`config.mk`:
```
export PLATFORM = sky130hd
export DESIGN_NAME = FpuCvtUnit
export DESIGN_NICKNAME = d
export VERILOG_FILES = /design/src/common/FpuCvtPkg.sv /design/src/source/FpuConvD2S.sv /design/src/source/FpuCvtStage.sv /design/src/source/FpuCvtFifo.sv /design/src/source/FpuPairPack.sv /design/src/source/FpuCvtUnit.sv
export SDC_FILE = /design/constraint.sdc
export NUM_CORES = 1
export LEC_CHECK = 0
export ABC_CLOCK_PERIOD_IN_PS = 4400
export BUFFER_PORTS_ARGS = -buffer_cell sky130_fd_sc_hd__buf_4
export CAP_MARGIN = 20
export CORE_ASPECT_RATIO = 1.2
export CORE_MARGIN = 10
export CORE_UTILIZATION = 53
export DETAILED_ROUTE_END_ITERATION = 12
export PLACE_DENSITY = 0.69
export SYNTH_ARGS = -nofsm -noshare
export SYNTH_HDL_FRONTEND = slang
export SYNTH_SLANG_ARGS = --single-unit
```
`constraint.sdc`:
```
create_clock -name clock -period 4.4 [get_ports clock]
set_input_delay 0.22 -clock clock [delete_from_list [all_inputs] [get_ports clock]]
set_output_delay 0.22 -clock clock [all_outputs]
set_load 0.05 [all_outputs]
```
`src/common/FpuCvtPkg.sv`:
```
// Shared types for the double to single conversion path
// Operand widths, buffer sizing and the pair packer states

package FpuCvtPkg;

	// ********************
	// floating point operand types
	// ********************

	typedef logic [63:0] fpDouble_t;	// ieee double, sign/exp11/mant52
	typedef logic [31:0] fpSingle_t;	// ieee single, sign/exp8/mant23

	// paired single word
	// second single sits in bits 63:32, first single in bits 31:0
	typedef logic [63:0] fpPair_t;

	// ********************
	// buffer sizing
	// ********************

	localparam int FifoDepth = 8;		// entries in the single buffer

	typedef logic [2:0] fifoPtr_t;		// wraps naturally at FifoDepth
	typedef logic [3:0] fifoCnt_t;		// holds 0 up to FifoDepth

	// ********************
	// pair packer FSM
	// ********************

	typedef enum logic
	{
		packEmpty,						// no half latched yet
		packHalf						// lower half held, waiting for upper
	} packState_t;

endpackage

```
`src/source/FpuConvD2S.sv`:
```
// Double to single converter, purely combinational
// Rounds on the low mantissa byte and saturates or flushes out of range values

`timescale 1ns/1ps

module FpuConvD2S
(
	input  FpuCvtPkg::fpDouble_t dVal,	// source double
	output FpuCvtPkg::fpSingle_t sVal	// converted single
);

	logic        dSign;					// sign passes straight through
	logic [10:0] dExp;					// full double exponent
	logic [8:0]  roundSum;				// low byte plus round bit, with carry
	FpuCvtPkg::fpSingle_t mapVal;		// direct mapping, rounded

	assign dSign = dVal[63];
	assign dExp  = dVal[62:52];

	// ********************
	// direct mapping and rounding
	// ********************

	always_comb
	begin
		// keep exp msb, drop exp bits 9..7, keep exp bits 6..0
		mapVal = {dSign, dVal[62], dVal[58:52], dVal[51:29]};

		roundSum = {1'b0, dVal[36:29]} + {8'b0, dVal[28]};	// bit 28 is the round bit
		if (roundSum[8])
			mapVal[7:0] = dVal[36:29];	// carry out of byte, keep truncated
		else
			mapVal[7:0] = roundSum[7:0];
	end

	// ********************
	// exponent range select
	// ********************

	always_comb
	begin
		if ((dExp[10:7] == 4'b0111) || (dExp[10:7] == 4'b1000))
		begin
			// exponent fits in 8 bits once rebiased
			sVal = mapVal;
		end
		else if (dExp == 11'h7FF)
		begin
			sVal = {dSign, 8'hFF, dVal[51:29]};		// inf / nan, payload kept
		end
		else if (dExp == 11'h000)
		begin
			sVal = {dSign, 8'h00, dVal[51:29]};		// zero / denormal, sign kept
		end
		else if (dExp[10])
		begin
			sVal = {dSign, 31'h7F800000};			// too large, signed inf
		end
		else
		begin
			sVal = 32'h00000000;					// too small, flush to +0
		end
	end

endmodule

```
`src/source/FpuCvtStage.sv`:
```
// Producer stage for the conversion path
// Converts one double per strobe and registers the single with its strobe

`timescale 1ns/1ps

module FpuCvtStage
(
	input  logic                 clock,
	input  logic                 rst,
	input  logic                 inVld,		// one double per strobe
	input  FpuCvtPkg::fpDouble_t inVal,
	output logic                 cvtVld,	// strobe, one cycle after inVld
	output FpuCvtPkg::fpSingle_t cvtVal
);

	FpuCvtPkg::fpSingle_t convVal;		// combinational converter result

	FpuConvD2S i_FpuConvD2S
	(
		.dVal (inVal),
		.sVal (convVal)
	);

	// ********************
	// output register
	// ********************

	always_ff @(posedge clock)
	begin
		if (rst)
			cvtVld <= 1'b0;
		else
			cvtVld <= inVld;

		if (inVld)
			cvtVal <= convVal;			// payload only loads on a strobe
	end

	// a strobed result must be fully known when it reaches the buffer
	cvtValKnown: assert property (@(posedge clock) disable iff (rst)
		cvtVld |-> !$isunknown(cvtVal))
		else $error("cvtVal has unknown bits while cvtVld is high");

endmodule

```
`src/source/FpuCvtFifo.sv`:
```
// Buffer of converted singles, first word fall through
// Drops writes when full and raises a sticky overflow level

`timescale 1ns/1ps

module FpuCvtFifo
(
	input  logic                 clock,
	input  logic                 rst,
	input  logic                 wrEn,		// write strobe from the stage
	input  FpuCvtPkg::fpSingle_t wrVal,
	input  logic                 pop,		// advance head on this edge
	output FpuCvtPkg::fpSingle_t headVal,	// oldest entry, valid when nonEmpty
	output logic                 nonEmpty,
	output logic                 overflow	// sticky until reset
);

	FpuCvtPkg::fpSingle_t mem [FpuCvtPkg::FifoDepth];	// entry storage

	FpuCvtPkg::fifoPtr_t wrPtr;			// next slot to fill
	FpuCvtPkg::fifoPtr_t rdPtr;			// current head slot
	FpuCvtPkg::fifoCnt_t count;			// number of live entries

	logic full;
	logic doWrite;						// write accepted this cycle
	logic doPop;						// head advances this cycle

	assign full     = (count == FpuCvtPkg::fifoCnt_t'(FpuCvtPkg::FifoDepth));
	assign nonEmpty = (count != '0);
	assign headVal  = mem[rdPtr];		// fall through, no read latency

	assign doPop   = pop && nonEmpty;
	assign doWrite = wrEn && (!full || doPop);	// full plus pop frees a slot

	// ********************
	// storage
	// ********************

	always_ff @(posedge clock)
	begin
		if (doWrite)
			mem[wrPtr] <= wrVal;
	end

	// ********************
	// pointers, count, overflow
	// ********************

	always_ff @(posedge clock)
	begin
		if (rst)
		begin
			wrPtr    <= '0;
			rdPtr    <= '0;
			count    <= '0;
			overflow <= 1'b0;
		end
		else
		begin
			if (doWrite)
				wrPtr <= wrPtr + FpuCvtPkg::fifoPtr_t'(1);	// wraps at depth
			if (doPop)
				rdPtr <= rdPtr + FpuCvtPkg::fifoPtr_t'(1);

			case ({doWrite, doPop})
				2'b10:   count <= count + FpuCvtPkg::fifoCnt_t'(1);
				2'b01:   count <= count - FpuCvtPkg::fifoCnt_t'(1);
				default: count <= count;	// both or neither
			endcase

			if (wrEn && !doWrite)
				overflow <= 1'b1;		// dropped write, latch it
		end
	end

	// the packer only pops what it can see at the head
	popNotEmpty: assert property (@(posedge clock) disable iff (rst)
		pop |-> nonEmpty)
		else $error("pop while buffer is empty");

	countInRange: assert property (@(posedge clock) disable iff (rst)
		count <= FpuCvtPkg::fifoCnt_t'(FpuCvtPkg::FifoDepth))
		else $error("buffer count exceeds depth");

endmodule

```
`src/source/FpuPairPack.sv`:
```
// Pair packer, consumer side of the buffer
// Pops two singles while storeEn is high and emits one paired word

`timescale 1ns/1ps

module FpuPairPack
(
	input  logic                 clock,
	input  logic                 rst,
	input  logic                 storeEn,	// level, low holds the packer
	input  FpuCvtPkg::fpSingle_t headVal,
	input  logic                 nonEmpty,
	output logic                 pop,		// one entry consumed per cycle
	output logic                 outVld,	// pulse with outVal
	output FpuCvtPkg::fpPair_t   outVal
);

	FpuCvtPkg::packState_t packState;	// which half comes next
	FpuCvtPkg::fpSingle_t  lowHalf;		// first single of the pair

	assign pop = storeEn && nonEmpty;

	// ********************
	// packer FSM
	// ********************

	always_ff @(posedge clock)
	begin
		if (rst)
		begin
			packState <= FpuCvtPkg::packEmpty;
			outVld    <= 1'b0;
		end
		else
		begin
			outVld <= 1'b0;				// default, pulse only
			if (pop)
			begin
				case (packState)
					FpuCvtPkg::packEmpty:
					begin
						packState <= FpuCvtPkg::packHalf;
					end
					FpuCvtPkg::packHalf:
					begin
						packState <= FpuCvtPkg::packEmpty;
						outVld    <= 1'b1;	// pair complete
					end
					default: packState <= FpuCvtPkg::packEmpty;
				endcase
			end
		end
	end

	// payload registers
	always_ff @(posedge clock)
	begin
		if (pop && (packState == FpuCvtPkg::packEmpty))
			lowHalf <= headVal;			// first pop, hold lower half
		if (pop && (packState == FpuCvtPkg::packHalf))
			outVal <= {headVal, lowHalf};	// second single goes high
	end

	// a pair takes two pops, so back to back outputs cannot happen
	outVldPulse: assert property (@(posedge clock) disable iff (rst)
		outVld |=> !outVld)
		else $error("outVld high in two consecutive cycles");

endmodule

```
`src/source/FpuCvtUnit.sv`:
```
// Top of the double to single conversion path
// Stage feeds the buffer, the packer drains it into paired words

`timescale 1ns/1ps

module FpuCvtUnit
(
	input  logic                 clock,
	input  logic                 rst,
	input  logic                 inVld,		// one double per strobe
	input  FpuCvtPkg::fpDouble_t inVal,
	input  logic                 storeEn,	// writeback enable level
	output logic                 outVld,
	output FpuCvtPkg::fpPair_t   outVal,
	output logic                 overflow	// buffer dropped a single
);

	logic                 cvtVld;		// stage to buffer strobe
	FpuCvtPkg::fpSingle_t cvtVal;
	FpuCvtPkg::fpSingle_t headVal;		// buffer head to packer
	logic                 nonEmpty;
	logic                 pop;			// packer consumes head

	FpuCvtStage i_FpuCvtStage
	(
		.clock  (clock),
		.rst    (rst),
		.inVld  (inVld),
		.inVal  (inVal),
		.cvtVld (cvtVld),
		.cvtVal (cvtVal)
	);

	FpuCvtFifo i_FpuCvtFifo
	(
		.clock    (clock),
		.rst      (rst),
		.wrEn     (cvtVld),
		.wrVal    (cvtVal),
		.pop      (pop),
		.headVal  (headVal),
		.nonEmpty (nonEmpty),
		.overflow (overflow)
	);

	FpuPairPack i_FpuPairPack
	(
		.clock    (clock),
		.rst      (rst),
		.storeEn  (storeEn),
		.headVal  (headVal),
		.nonEmpty (nonEmpty),
		.pop      (pop),
		.outVld   (outVld),
		.outVal   (outVal)
	);

endmodule

```
==> flow_results.xml, run 1 <==
<?xml version="1.0" encoding="UTF-8"?>
<metrics>
  <group name="setup_path">
    <metric name="ff2ff_path_depth" unit="">5</metric>
    <metric name="worst_setup_path_end_kind" unit="">flip-flop</metric>
    <metric name="critPathLaunchType" unit="">flip-flop</metric>
    <metric name="crit_type" unit="">flip-flop to flip-flop</metric>
    <metric name="worstPathMaxFanout" unit="">25</metric>
    <metric name="critical_path_arrival" unit="ns">2.92</metric>
    <metric name="worstPathRequired" unit="ns">4.61</metric>
  </group>
  <group name="timing">
    <metric name="timing.clock.skew" unit="ns">0.00829</metric>
    <metric name="final-hold-violation-count" unit="">0</metric>
    <metric name="final.min_clock_period" unit="ns">2.71</metric>
    <metric name="final.period_utilization" unit="">0.616</metric>
    <metric name="setup-violations-final" unit="">0</metric>
    <metric name="grt_setup_unrepaired" unit="">no</metric>
    <metric name="max_freq" unit="MHz">369</metric>
    <metric name="worstMarginPinSlew" unit="ns">1.04</metric>
    <metric name="final.setup.tns" unit="ns">0</metric>
    <metric name="maxSlewHeadroom" unit="">0.306</metric>
    <metric name="timing.final.max_slew_violations" unit="">0</metric>
  </group>
  <group name="min_path">
    <metric name="cell_count_of_the_worst_hold_path" unit="">2</metric>
    <metric name="holdCritPathClass" unit="">input port to flip-flop</metric>
  </group>
  <group name="place">
    <metric name="placed_instance_count" unit="">1138</metric>
    <metric name="io_port_bufs" unit="">105</metric>
    <metric name="globalplace.congestion" unit="">0.843</metric>
    <metric name="post-dp-hpwl" unit="µm">16100</metric>
    <metric name="dpl-instance-area" unit="mm²">0.0161</metric>
  </group>
  <group name="synth">
    <metric name="synthesis.nets" unit="">747</metric>
    <metric name="ys.warnings.count" unit="">0</metric>
    <metric name="synth_cell_type_count" unit="">49</metric>
    <metric name="synth-seq-cells" unit="">401</metric>
    <metric name="synth_seq_area_share" unit="">0.803</metric>
    <metric name="ys_top_cells_by_area" unit="">sky130_fd_sc_hd__edfxtp_1 (78%), sky130_fd_sc_hd__mux4_2 (9.8%), sky130_fd_sc_hd__mux2_2 (2.5%)</metric>
    <metric name="synthArstFlopShare" unit="">0</metric>
    <metric name="netlist.top_cell.by_area" unit="">sky130_fd_sc_hd__edfxtp_1</metric>
    <metric name="synthesized_area_per_cell" unit="µm²">22.0</metric>
    <metric name="postSynthCellCount" unit="">672</metric>
    <metric name="ys.flop_type" unit="">sky130_fd_sc_hd__edfxtp_1</metric>
    <metric name="synth_enable_flop_cells" unit="">384</metric>
    <metric name="mappedNetlistArea" unit="mm²">0.0148</metric>
    <metric name="area_share_of_the_largest_cell_type_after_synthesis" unit="">0.780</metric>
  </group>
  <group name="clock_tree">
    <metric name="clockRootBuffer" unit="">sky130_fd_sc_hd__clkbuf_16</metric>
    <metric name="clockBufferDepth" unit="">3</metric>
    <metric name="cts_tree" unit="">done</metric>
    <metric name="cts.reportedPaths.clkPinSlew" unit="ns">0.06</metric>
    <metric name="tritoncts.num_buffers" unit="">38</metric>
    <metric name="post-cts-setup-buffer-count" unit="">0</metric>
    <metric name="cts_hold_buffers" unit="">7</metric>
    <metric name="cts_repair_resize_count" unit="">0</metric>
    <metric name="cts.htree.levels" unit="">2</metric>
    <metric name="clock_latency" unit="ns">0.51</metric>
    <metric name="sinks_on_clock_net" unit="">401</metric>
  </group>
  <group name="cells_and_area">
    <metric name="post_layout_cell_count" unit="">1213</metric>
    <metric name="num_antenna_cells" unit="">0</metric>
    <metric name="final_cell_area" unit="mm²">0.0175</metric>
    <metric name="post_route_cells_drive_above_1_share" unit="">0.348</metric>
    <metric name="synthToLayoutAreaGrowth" unit="%">18.4</metric>
    <metric name="nNetsFinal" unit="">886</metric>
    <metric name="utilization" unit="">0.640</metric>
  </group>
  <group name="die">
    <metric name="placeableCoreArea" unit="mm²">0.0273</metric>
    <metric name="top_level_ports" unit="">134</metric>
    <metric name="chipHeight" unit="µm">203</metric>
    <metric name="die_area" unit="mm²">0.0350</metric>
    <metric name="floorplan.initialDensity" unit="">0.541</metric>
    <metric name="row_count" unit="">66</metric>
    <metric name="die-width" unit="µm">172</metric>
  </group>
  <group name="power">
    <metric name="ir_drop" unit="µV">310</metric>
    <metric name="power.density_cell_area" unit="mW/mm²">535</metric>
    <metric name="design_power_total" unit="µW">9370</metric>
    <metric name="leakagePower" unit="µW">0.00577</metric>
  </group>
  <group name="routing">
    <metric name="route.vias.total" unit="">6729</metric>
    <metric name="drt_pre_antenna_iters" unit="">5</metric>
    <metric name="post_drt_wl_per_cell" unit="µm">22.4</metric>
    <metric name="drt-vias-per-instance" unit="">5.55</metric>
    <metric name="routed_wl" unit="µm">27100</metric>
    <metric name="drt_drc_violations_left" unit="">0</metric>
    <metric name="drt_first_iter_violations" unit="">319</metric>
    <metric name="ant_nets" unit="">0</metric>
  </group>
  <group name="global_routing">
    <metric name="grt_max_degree" unit="">47</metric>
    <metric name="grt_antenna_before_repair" unit="">0</metric>
    <metric name="grt_overflow_total" unit="">0</metric>
    <metric name="via_count_of_the_first_global_routing_pass" unit="">7202</metric>
    <metric name="grt_util_all_layers" unit="">0.157</metric>
    <metric name="grt_first_pass_wirelength" unit="µm">41700</metric>
  </group>
  <group name="outcome">
    <metric name="run_status" unit="">finished clean</metric>
  </group>
  <group name="run">
    <metric name="max_cap_violations" unit="">0</metric>
  </group>
</metrics>
-- path summary, 6_finish.rpt --
| path | start | end | slack (ns) |
|---|---|---|---|
| max | i_FpuCvtFifo.count[0] | i_FpuCvtFifo.mem[4][17] | 1.69 |
| min | inVal[56] | i_FpuCvtStage.cvtVal[27] | 0.01 |
| max reg2reg | i_FpuCvtFifo.count[0] | i_FpuCvtFifo.mem[4][17] | 1.69 |
| min reg2reg | i_FpuPairPack.lowHalf[15] | i_FpuPairPack.outVal[15] | 0.42 |
-- cells by family (layout without fill, tap and decap cells) --
kind of cell / Yosys count / in the layout / synth area share
flops: 401 / 401 / 0.803
mux: 102 / 102 / 0.126
simple gates: 87 / 87 / 0.0324
compound gates: 37 / 37 / 0.0197
buf+inv: 33 / 200 / 0.00914
fa+ha+maj: 7 / 7 / 0.00643
xor+xnor: 5 / 5 / 0.00296
-- power by group --
group / internal, µW / switching, µW
Sequential: 4560 / 237
Combinational: 597 / 639
Clock: 2050 / 1290
Total: 7200 / 2160
-- synthesized netlist by cell type (2+ instances only) --
cell type                  count
sky130_fd_sc_hd__edfxtp_1    384
sky130_fd_sc_hd__mux4_2       64
sky130_fd_sc_hd__mux2_2       33
sky130_fd_sc_hd__nor2_1       22
sky130_fd_sc_hd__nor2b_1      20
sky130_fd_sc_hd__clkbuf_1     18
sky130_fd_sc_hd__dfxtp_1      17
sky130_fd_sc_hd__buf_2         9
sky130_fd_sc_hd__a21o_1        8
sky130_fd_sc_hd__a21oi_1       8
sky130_fd_sc_hd__nor3_1        8
sky130_fd_sc_hd__and3_1        6
sky130_fd_sc_hd__ha_1          6
sky130_fd_sc_hd__nand2_1       5
sky130_fd_sc_hd__a31oi_1       4
sky130_fd_sc_hd__inv_1         4
sky130_fd_sc_hd__nand2b_1      4
sky130_fd_sc_hd__xor2_1        4
sky130_fd_sc_hd__a311oi_1      3
sky130_fd_sc_hd__and4_1        3
sky130_fd_sc_hd__mux2_1        3
sky130_fd_sc_hd__nand3_1       3
sky130_fd_sc_hd__nand4_1       3
sky130_fd_sc_hd__nor4_1        3
sky130_fd_sc_hd__or2_2         3
sky130_fd_sc_hd__a221o_1       2
sky130_fd_sc_hd__mux2i_1       2
sky130_fd_sc_hd__o211ai_1      2
-- critical path, stage by stage (launching register included) --
cell	delay, ns
sky130_fd_sc_hd__dfxtp_1	0.48
sky130_fd_sc_hd__or3_1	0.21
sky130_fd_sc_hd__o21ai_1	0.12
sky130_fd_sc_hd__or2_2	0.42
sky130_fd_sc_hd__nor2_4	0.83
sky130_fd_sc_hd__buf_4	0.34
-- cells in the final DEF (no fill, tap or decap), types with 5 or more instances in the layout --
| cell | instances |
|---|---|
| sky130_fd_sc_hd__nor2_4 | 8 |
| sky130_fd_sc_hd__bufinv_16 | 6 |
| sky130_fd_sc_hd__mux4_2 | 64 |
| sky130_fd_sc_hd__and3_1 | 6 |
| sky130_fd_sc_hd__edfxtp_1 | 384 |
| sky130_fd_sc_hd__dlygate4sd3_1 | 7 |
| sky130_fd_sc_hd__nand2_1 | 5 |
| sky130_fd_sc_hd__dfxtp_1 | 14 |
| sky130_fd_sc_hd__mux2_2 | 33 |
| sky130_fd_sc_hd__clkbuf_16 | 41 |
| sky130_fd_sc_hd__clkinv_1 | 7 |
| sky130_fd_sc_hd__nor3_1 | 5 |
| sky130_fd_sc_hd__buf_4 | 118 |
| sky130_fd_sc_hd__a21o_1 | 8 |
| sky130_fd_sc_hd__a21oi_1 | 8 |
| sky130_fd_sc_hd__clkbuf_1 | 7 |
| sky130_fd_sc_hd__ha_1 | 6 |
| sky130_fd_sc_hd__nor2b_1 | 20 |
| sky130_fd_sc_hd__nor2_1 | 14 |
-- cell type report --
type,instances,area (µm²)
sequential,401,11900
fill,1827,9830
multi-input combinational,238,2850
clock buffer,48,1050
timing repair buffer,127,987
tap,374,468
clock inverter,20,249
inverter,5,18.8
-- per-stage QoR --
step | hold slack (ns) | setup WS, ns
2_1_floorplan | 0.332 | 0.631
3_3_place_gp | 0.401 | 1.71
3_5_place_dp | 0.405 | 1.65
4_1_cts | 0.00140 | 1.64
5_1_grt | 0.0124 | 1.56
6_report | 0.0136 | 1.69
-- state kept, by name, indices dropped and copies added, names as in the netlist, named ones only --
register and cells:
i_FpuCvtFifo.wrPtr 3, i_FpuCvtFifo.overflow 1, i_FpuPairPack.lowHalf 32, i_FpuCvtFifo.mem 256
i_FpuPairPack.outVal 64, i_FpuPairPack.packState 1, i_FpuCvtStage.cvtVal 32, i_FpuCvtStage.cvtVld 1
i_FpuCvtFifo.rdPtr 3, i_FpuPairPack.outVld 1, i_FpuCvtFifo.count 4
-- layer usage --
layer / GRT usage / share of wire
met5: 0 / 0
met4: 0.0401 / 0.016
met3: 0.0287 / 0.055
met2: 0.277 / 0.53
met1: 0.195 / 0.40
Note: power is estimated with default switching activity, not from simulation.
==> run 2, diff against run 1 <==
--- a/config.mk
+++ b/config.mk
@@ -5,7 +5,8 @@
 export SDC_FILE = /design/constraint.sdc
 export NUM_CORES = 1
 export LEC_CHECK = 0
-export ABC_CLOCK_PERIOD_IN_PS = 4400
+export ABC_AREA = 1
+export ABC_CLOCK_PERIOD_IN_PS = 2670
 export BUFFER_PORTS_ARGS = -buffer_cell sky130_fd_sc_hd__buf_4
 export CAP_MARGIN = 20
 export CORE_ASPECT_RATIO = 1.2
==> constraint.sdc (replaced) <==
create_clock -name clock -period 2.67 [get_ports clock]
set_input_delay 0.1335 -clock clock [delete_from_list [all_inputs] [get_ports clock]]
set_output_delay 0.1335 -clock clock [all_outputs]
set_load 0.05 [all_outputs]
==> flow_results.xml, run 2 <==
<?xml version="1.0" encoding="UTF-8"?>
<metrics>
  <group name="power">
    <metric name="ir_drop" unit="µV">453</metric>
    <metric name="leakagePower" unit="µW">0.00636</metric>
    <metric name="power.density_cell_area" unit="mW/mm²">902</metric>
  </group>
  <group name="clock_tree">
    <metric name="sinks_on_clock_net" unit="">401</metric>
    <metric name="cts.reportedPaths.clkPinSlew" unit="ns">0.07</metric>
    <metric name="cts.htree.levels" unit="">2</metric>
    <metric name="clockBufferDepth" unit="">3</metric>
    <metric name="clock_latency" unit="ns">0.52</metric>
    <metric name="cts_tree" unit="">done</metric>
    <metric name="clockRootBuffer" unit="">sky130_fd_sc_hd__clkbuf_16</metric>
    <metric name="tritoncts.num_buffers" unit="">38</metric>
  </group>
  <group name="cells_and_area">
    <metric name="post_layout_cell_count" unit="">1589</metric>
    <metric name="synthToLayoutAreaGrowth" unit="%">17.8</metric>
    <metric name="leading_registers_by_flop_count" unit="">i_FpuCvtFifo.mem x256, i_FpuPairPack.outVal x64</metric>
    <metric name="nNetsFinal" unit="">1259</metric>
    <metric name="layout_commonest_cell" unit="">sky130_fd_sc_hd__edfxtp_1</metric>
    <metric name="post_route_cells_drive_above_1_share" unit="">0.164</metric>
    <metric name="final_cell_mix" unit="">sky130_fd_sc_hd__edfxtp_1 (384), sky130_fd_sc_hd__nand2_1 (154), sky130_fd_sc_hd__buf_4 (121)</metric>
    <metric name="utilization" unit="">0.637</metric>
    <metric name="largest_register_ff_count" unit="">256</metric>
    <metric name="num_antenna_cells" unit="">0</metric>
    <metric name="filler_cell_count" unit="">2046</metric>
    <metric name="largest_register" unit="">i_FpuCvtFifo.mem</metric>
  </group>
  <group name="routing">
    <metric name="ant_nets" unit="">0</metric>
    <metric name="route.vias.total" unit="">8699</metric>
    <metric name="routed_wl" unit="µm">31000</metric>
    <metric name="post_drt_wl_per_cell" unit="µm">19.5</metric>
    <metric name="drt-vias-per-instance" unit="">5.47</metric>
    <metric name="drt_first_iter_violations" unit="">764</metric>
    <metric name="drt_pre_antenna_iters" unit="">5</metric>
    <metric name="drt_drc_violations_left" unit="">0</metric>
  </group>
  <group name="min_path">
    <metric name="cell_count_of_the_worst_hold_path" unit="">3</metric>
    <metric name="end_point_of_the_worst_hold_path" unit="">i_FpuCvtStage.cvtVal[19]</metric>
    <metric name="hold_path_startpoint" unit="">inVal[48]</metric>
    <metric name="holdCritPathClass" unit="">input port to flip-flop</metric>
  </group>
  <group name="synth">
    <metric name="synthesized_area_per_cell" unit="µm²">14.6</metric>
    <metric name="ys_top_cells_by_area" unit="">sky130_fd_sc_hd__edfxtp_1 (76%), sky130_fd_sc_hd__mux2i_1 (4.2%), sky130_fd_sc_hd__nand2_1 (3.8%)</metric>
    <metric name="area_share_of_the_largest_cell_type_after_synthesis" unit="">0.757</metric>
    <metric name="synthesis.nets" unit="">1118</metric>
    <metric name="synth_seq_area_share" unit="">0.780</metric>
    <metric name="post-synth-top-count-cell" unit="">sky130_fd_sc_hd__edfxtp_1</metric>
    <metric name="synth_enable_flop_cells" unit="">384</metric>
    <metric name="mappedNetlistArea" unit="mm²">0.0152</metric>
    <metric name="ys.warnings.count" unit="">0</metric>
    <metric name="synthArstFlopShare" unit="">0</metric>
    <metric name="synth-seq-cells" unit="">401</metric>
    <metric name="yosys-top-cells-count" unit="">sky130_fd_sc_hd__edfxtp_1 (384), sky130_fd_sc_hd__nand2_1 (154), sky130_fd_sc_hd__nor2_1 (100)</metric>
    <metric name="ys.flop_type" unit="">sky130_fd_sc_hd__edfxtp_1</metric>
    <metric name="postSynthCellCount" unit="">1043</metric>
    <metric name="netlist.top_cell.by_area" unit="">sky130_fd_sc_hd__edfxtp_1</metric>
    <metric name="synth_cell_type_count" unit="">34</metric>
  </group>
  <group name="timing">
    <metric name="timing.clock.skew" unit="ns">0.0131</metric>
    <metric name="final.setup.tns" unit="ns">0</metric>
    <metric name="final.period_utilization" unit="">0.753</metric>
    <metric name="final-hold-violation-count" unit="">0</metric>
    <metric name="grt_setup_unrepaired" unit="">no</metric>
    <metric name="worstMarginPinSlew" unit="ns">0.966</metric>
    <metric name="maxSlewHeadroom" unit="">0.354</metric>
    <metric name="setup-violations-final" unit="">0</metric>
    <metric name="final.min_clock_period" unit="ns">2.01</metric>
    <metric name="max_freq" unit="MHz">497</metric>
    <metric name="timing.final.max_slew_violations" unit="">0</metric>
    <metric name="hold_slack" unit="ns">0.0131</metric>
  </group>
  <group name="outcome">
    <metric name="run_status" unit="">finished clean</metric>
  </group>
  <group name="global_routing">
    <metric name="grt_first_pass_wirelength" unit="µm">47800</metric>
    <metric name="via_count_of_the_first_global_routing_pass" unit="">8770</metric>
    <metric name="grt_antenna_before_repair" unit="">0</metric>
    <metric name="grt_overflow_total" unit="">0</metric>
    <metric name="grt_util_all_layers" unit="">0.169</metric>
    <metric name="grt_max_degree" unit="">80</metric>
  </group>
  <group name="die">
    <metric name="top_level_ports" unit="">134</metric>
    <metric name="placeableCoreArea" unit="mm²">0.0282</metric>
    <metric name="die-width" unit="µm">175</metric>
    <metric name="floorplan.initialDensity" unit="">0.540</metric>
    <metric name="row_count" unit="">67</metric>
    <metric name="chipHeight" unit="µm">206</metric>
    <metric name="die_area" unit="mm²">0.0359</metric>
  </group>
  <group name="place">
    <metric name="globalplace.congestion" unit="">0.744</metric>
    <metric name="post-dp-hpwl" unit="µm">17400</metric>
    <metric name="placed_instance_count" unit="">1503</metric>
    <metric name="io_port_bufs" unit="">105</metric>
  </group>
  <group name="run">
    <metric name="max_cap_violations" unit="">0</metric>
  </group>
  <group name="setup_path">
    <metric name="r2r_slack" unit="ns">0.74</metric>
    <metric name="ff2ff_path_depth" unit="">7</metric>
    <metric name="timing.rr.start" unit="">i_FpuCvtFifo.count[2]</metric>
    <metric name="critPathLaunchType" unit="">input port</metric>
    <metric name="worstPathRequired" unit="ns">2.98</metric>
    <metric name="worstPathMaxFanout" unit="">20</metric>
    <metric name="critical_path_arrival" unit="ns">2.32</metric>
    <metric name="worst_setup_path_end_kind" unit="">flip-flop</metric>
    <metric name="crit_type" unit="">input port to flip-flop</metric>
    <metric name="rr_endpoint" unit="">i_FpuCvtFifo.mem[0][24]</metric>
  </group>
</metrics>
run 2: area by class of cell:
class                      instances  area [µm²]  area share
clock inverter                    21         149     0.00830
multi-input combinational        531        2930       0.163
timing repair buffer             149        1270      0.0707
tap                              379         474      0.0264
sequential                       401       11900       0.662
clock buffer                      45         998      0.0557
inverter                          63         236      0.0132
run 2: report_power, final:
| group | internal, µW | switching [µW] |
|---|---|---|
| clock network | 2860 | 2140 |
| registers | 7730 | 324 |
| logic | 997 | 2120 |
run 2: what timing repair did:
| action | CTS | global route |
|---|---|---|
| buffers inserted | 0 | 0 |
| hold endpoints to repair | 23 | 0 |
| hold buffers | 20 | 0 |
| resized for setup | 0 | 0 |
run 2: worst max path at each step:
stage                     startpoint                        to  slack [ns]  cells past startpoint
2_1_floorplan  i_FpuCvtFifo.count[2]    i_FpuCvtFifo.mem[0][0]        0.11                      6
3_3_place_gp               inVal[53]  i_FpuCvtStage.cvtVal[13]        0.74                      7
3_5_place_dp               inVal[53]  i_FpuCvtStage.cvtVal[13]        0.69                      7
4_1_cts                    inVal[55]  i_FpuCvtStage.cvtVal[13]        0.68                      8
5_1_grt                    inVal[53]  i_FpuCvtStage.cvtVal[13]        0.55                      8
6_report                   inVal[53]   i_FpuCvtStage.cvtVal[8]        0.66                      7
run 2: cell families (layout without fill, tap and decap cells):
group | after synthesis | count (layout) | share of synthesized area
compound gates | 177 | 177 | 0.0655
xor+xnor | 2 | 2 | 0.00115
fa+ha+maj | 7 | 7 | 0.00625
buf+inv | 111 | 278 | 0.0327
flops | 401 | 401 | 0.780
mux | 64 | 64 | 0.0421
simple gates | 281 | 281 | 0.0725
run 2: stage by stage:
stage          setup WS [ns]  total power [µW]  cell area, µm²
2_1_floorplan          0.108             10300           15200
3_5_place_dp           0.687             11300           16600
5_1_grt                0.546             16900           17900
4_1_cts                0.683             16300           17900
3_3_place_gp           0.736             11200           16600
6_report               0.660             16200           17900
run 2: routing by layer:
layer	part of all wire	vias up	routed length (µm)	track usage
met3	0.059	48	1820	0.0284
met4	0.020	0	609	0.0497
li1	-	4101	-	-
met1	0.40	4287	12300	0.203
met2	0.52	263	16200	0.306
met5	0	-	0	0
run 2: worst max-delay path: stages:
cell and delay [ns]:
sky130_fd_sc_hd__dlygate4sd3_1 0.55, sky130_fd_sc_hd__buf_4 0.14, sky130_fd_sc_hd__inv_1 0.08, sky130_fd_sc_hd__nand4_1 0.18, sky130_fd_sc_hd__nor2_1 0.13, sky130_fd_sc_hd__nand2_1 0.57
sky130_fd_sc_hd__a31oi_1 0.52
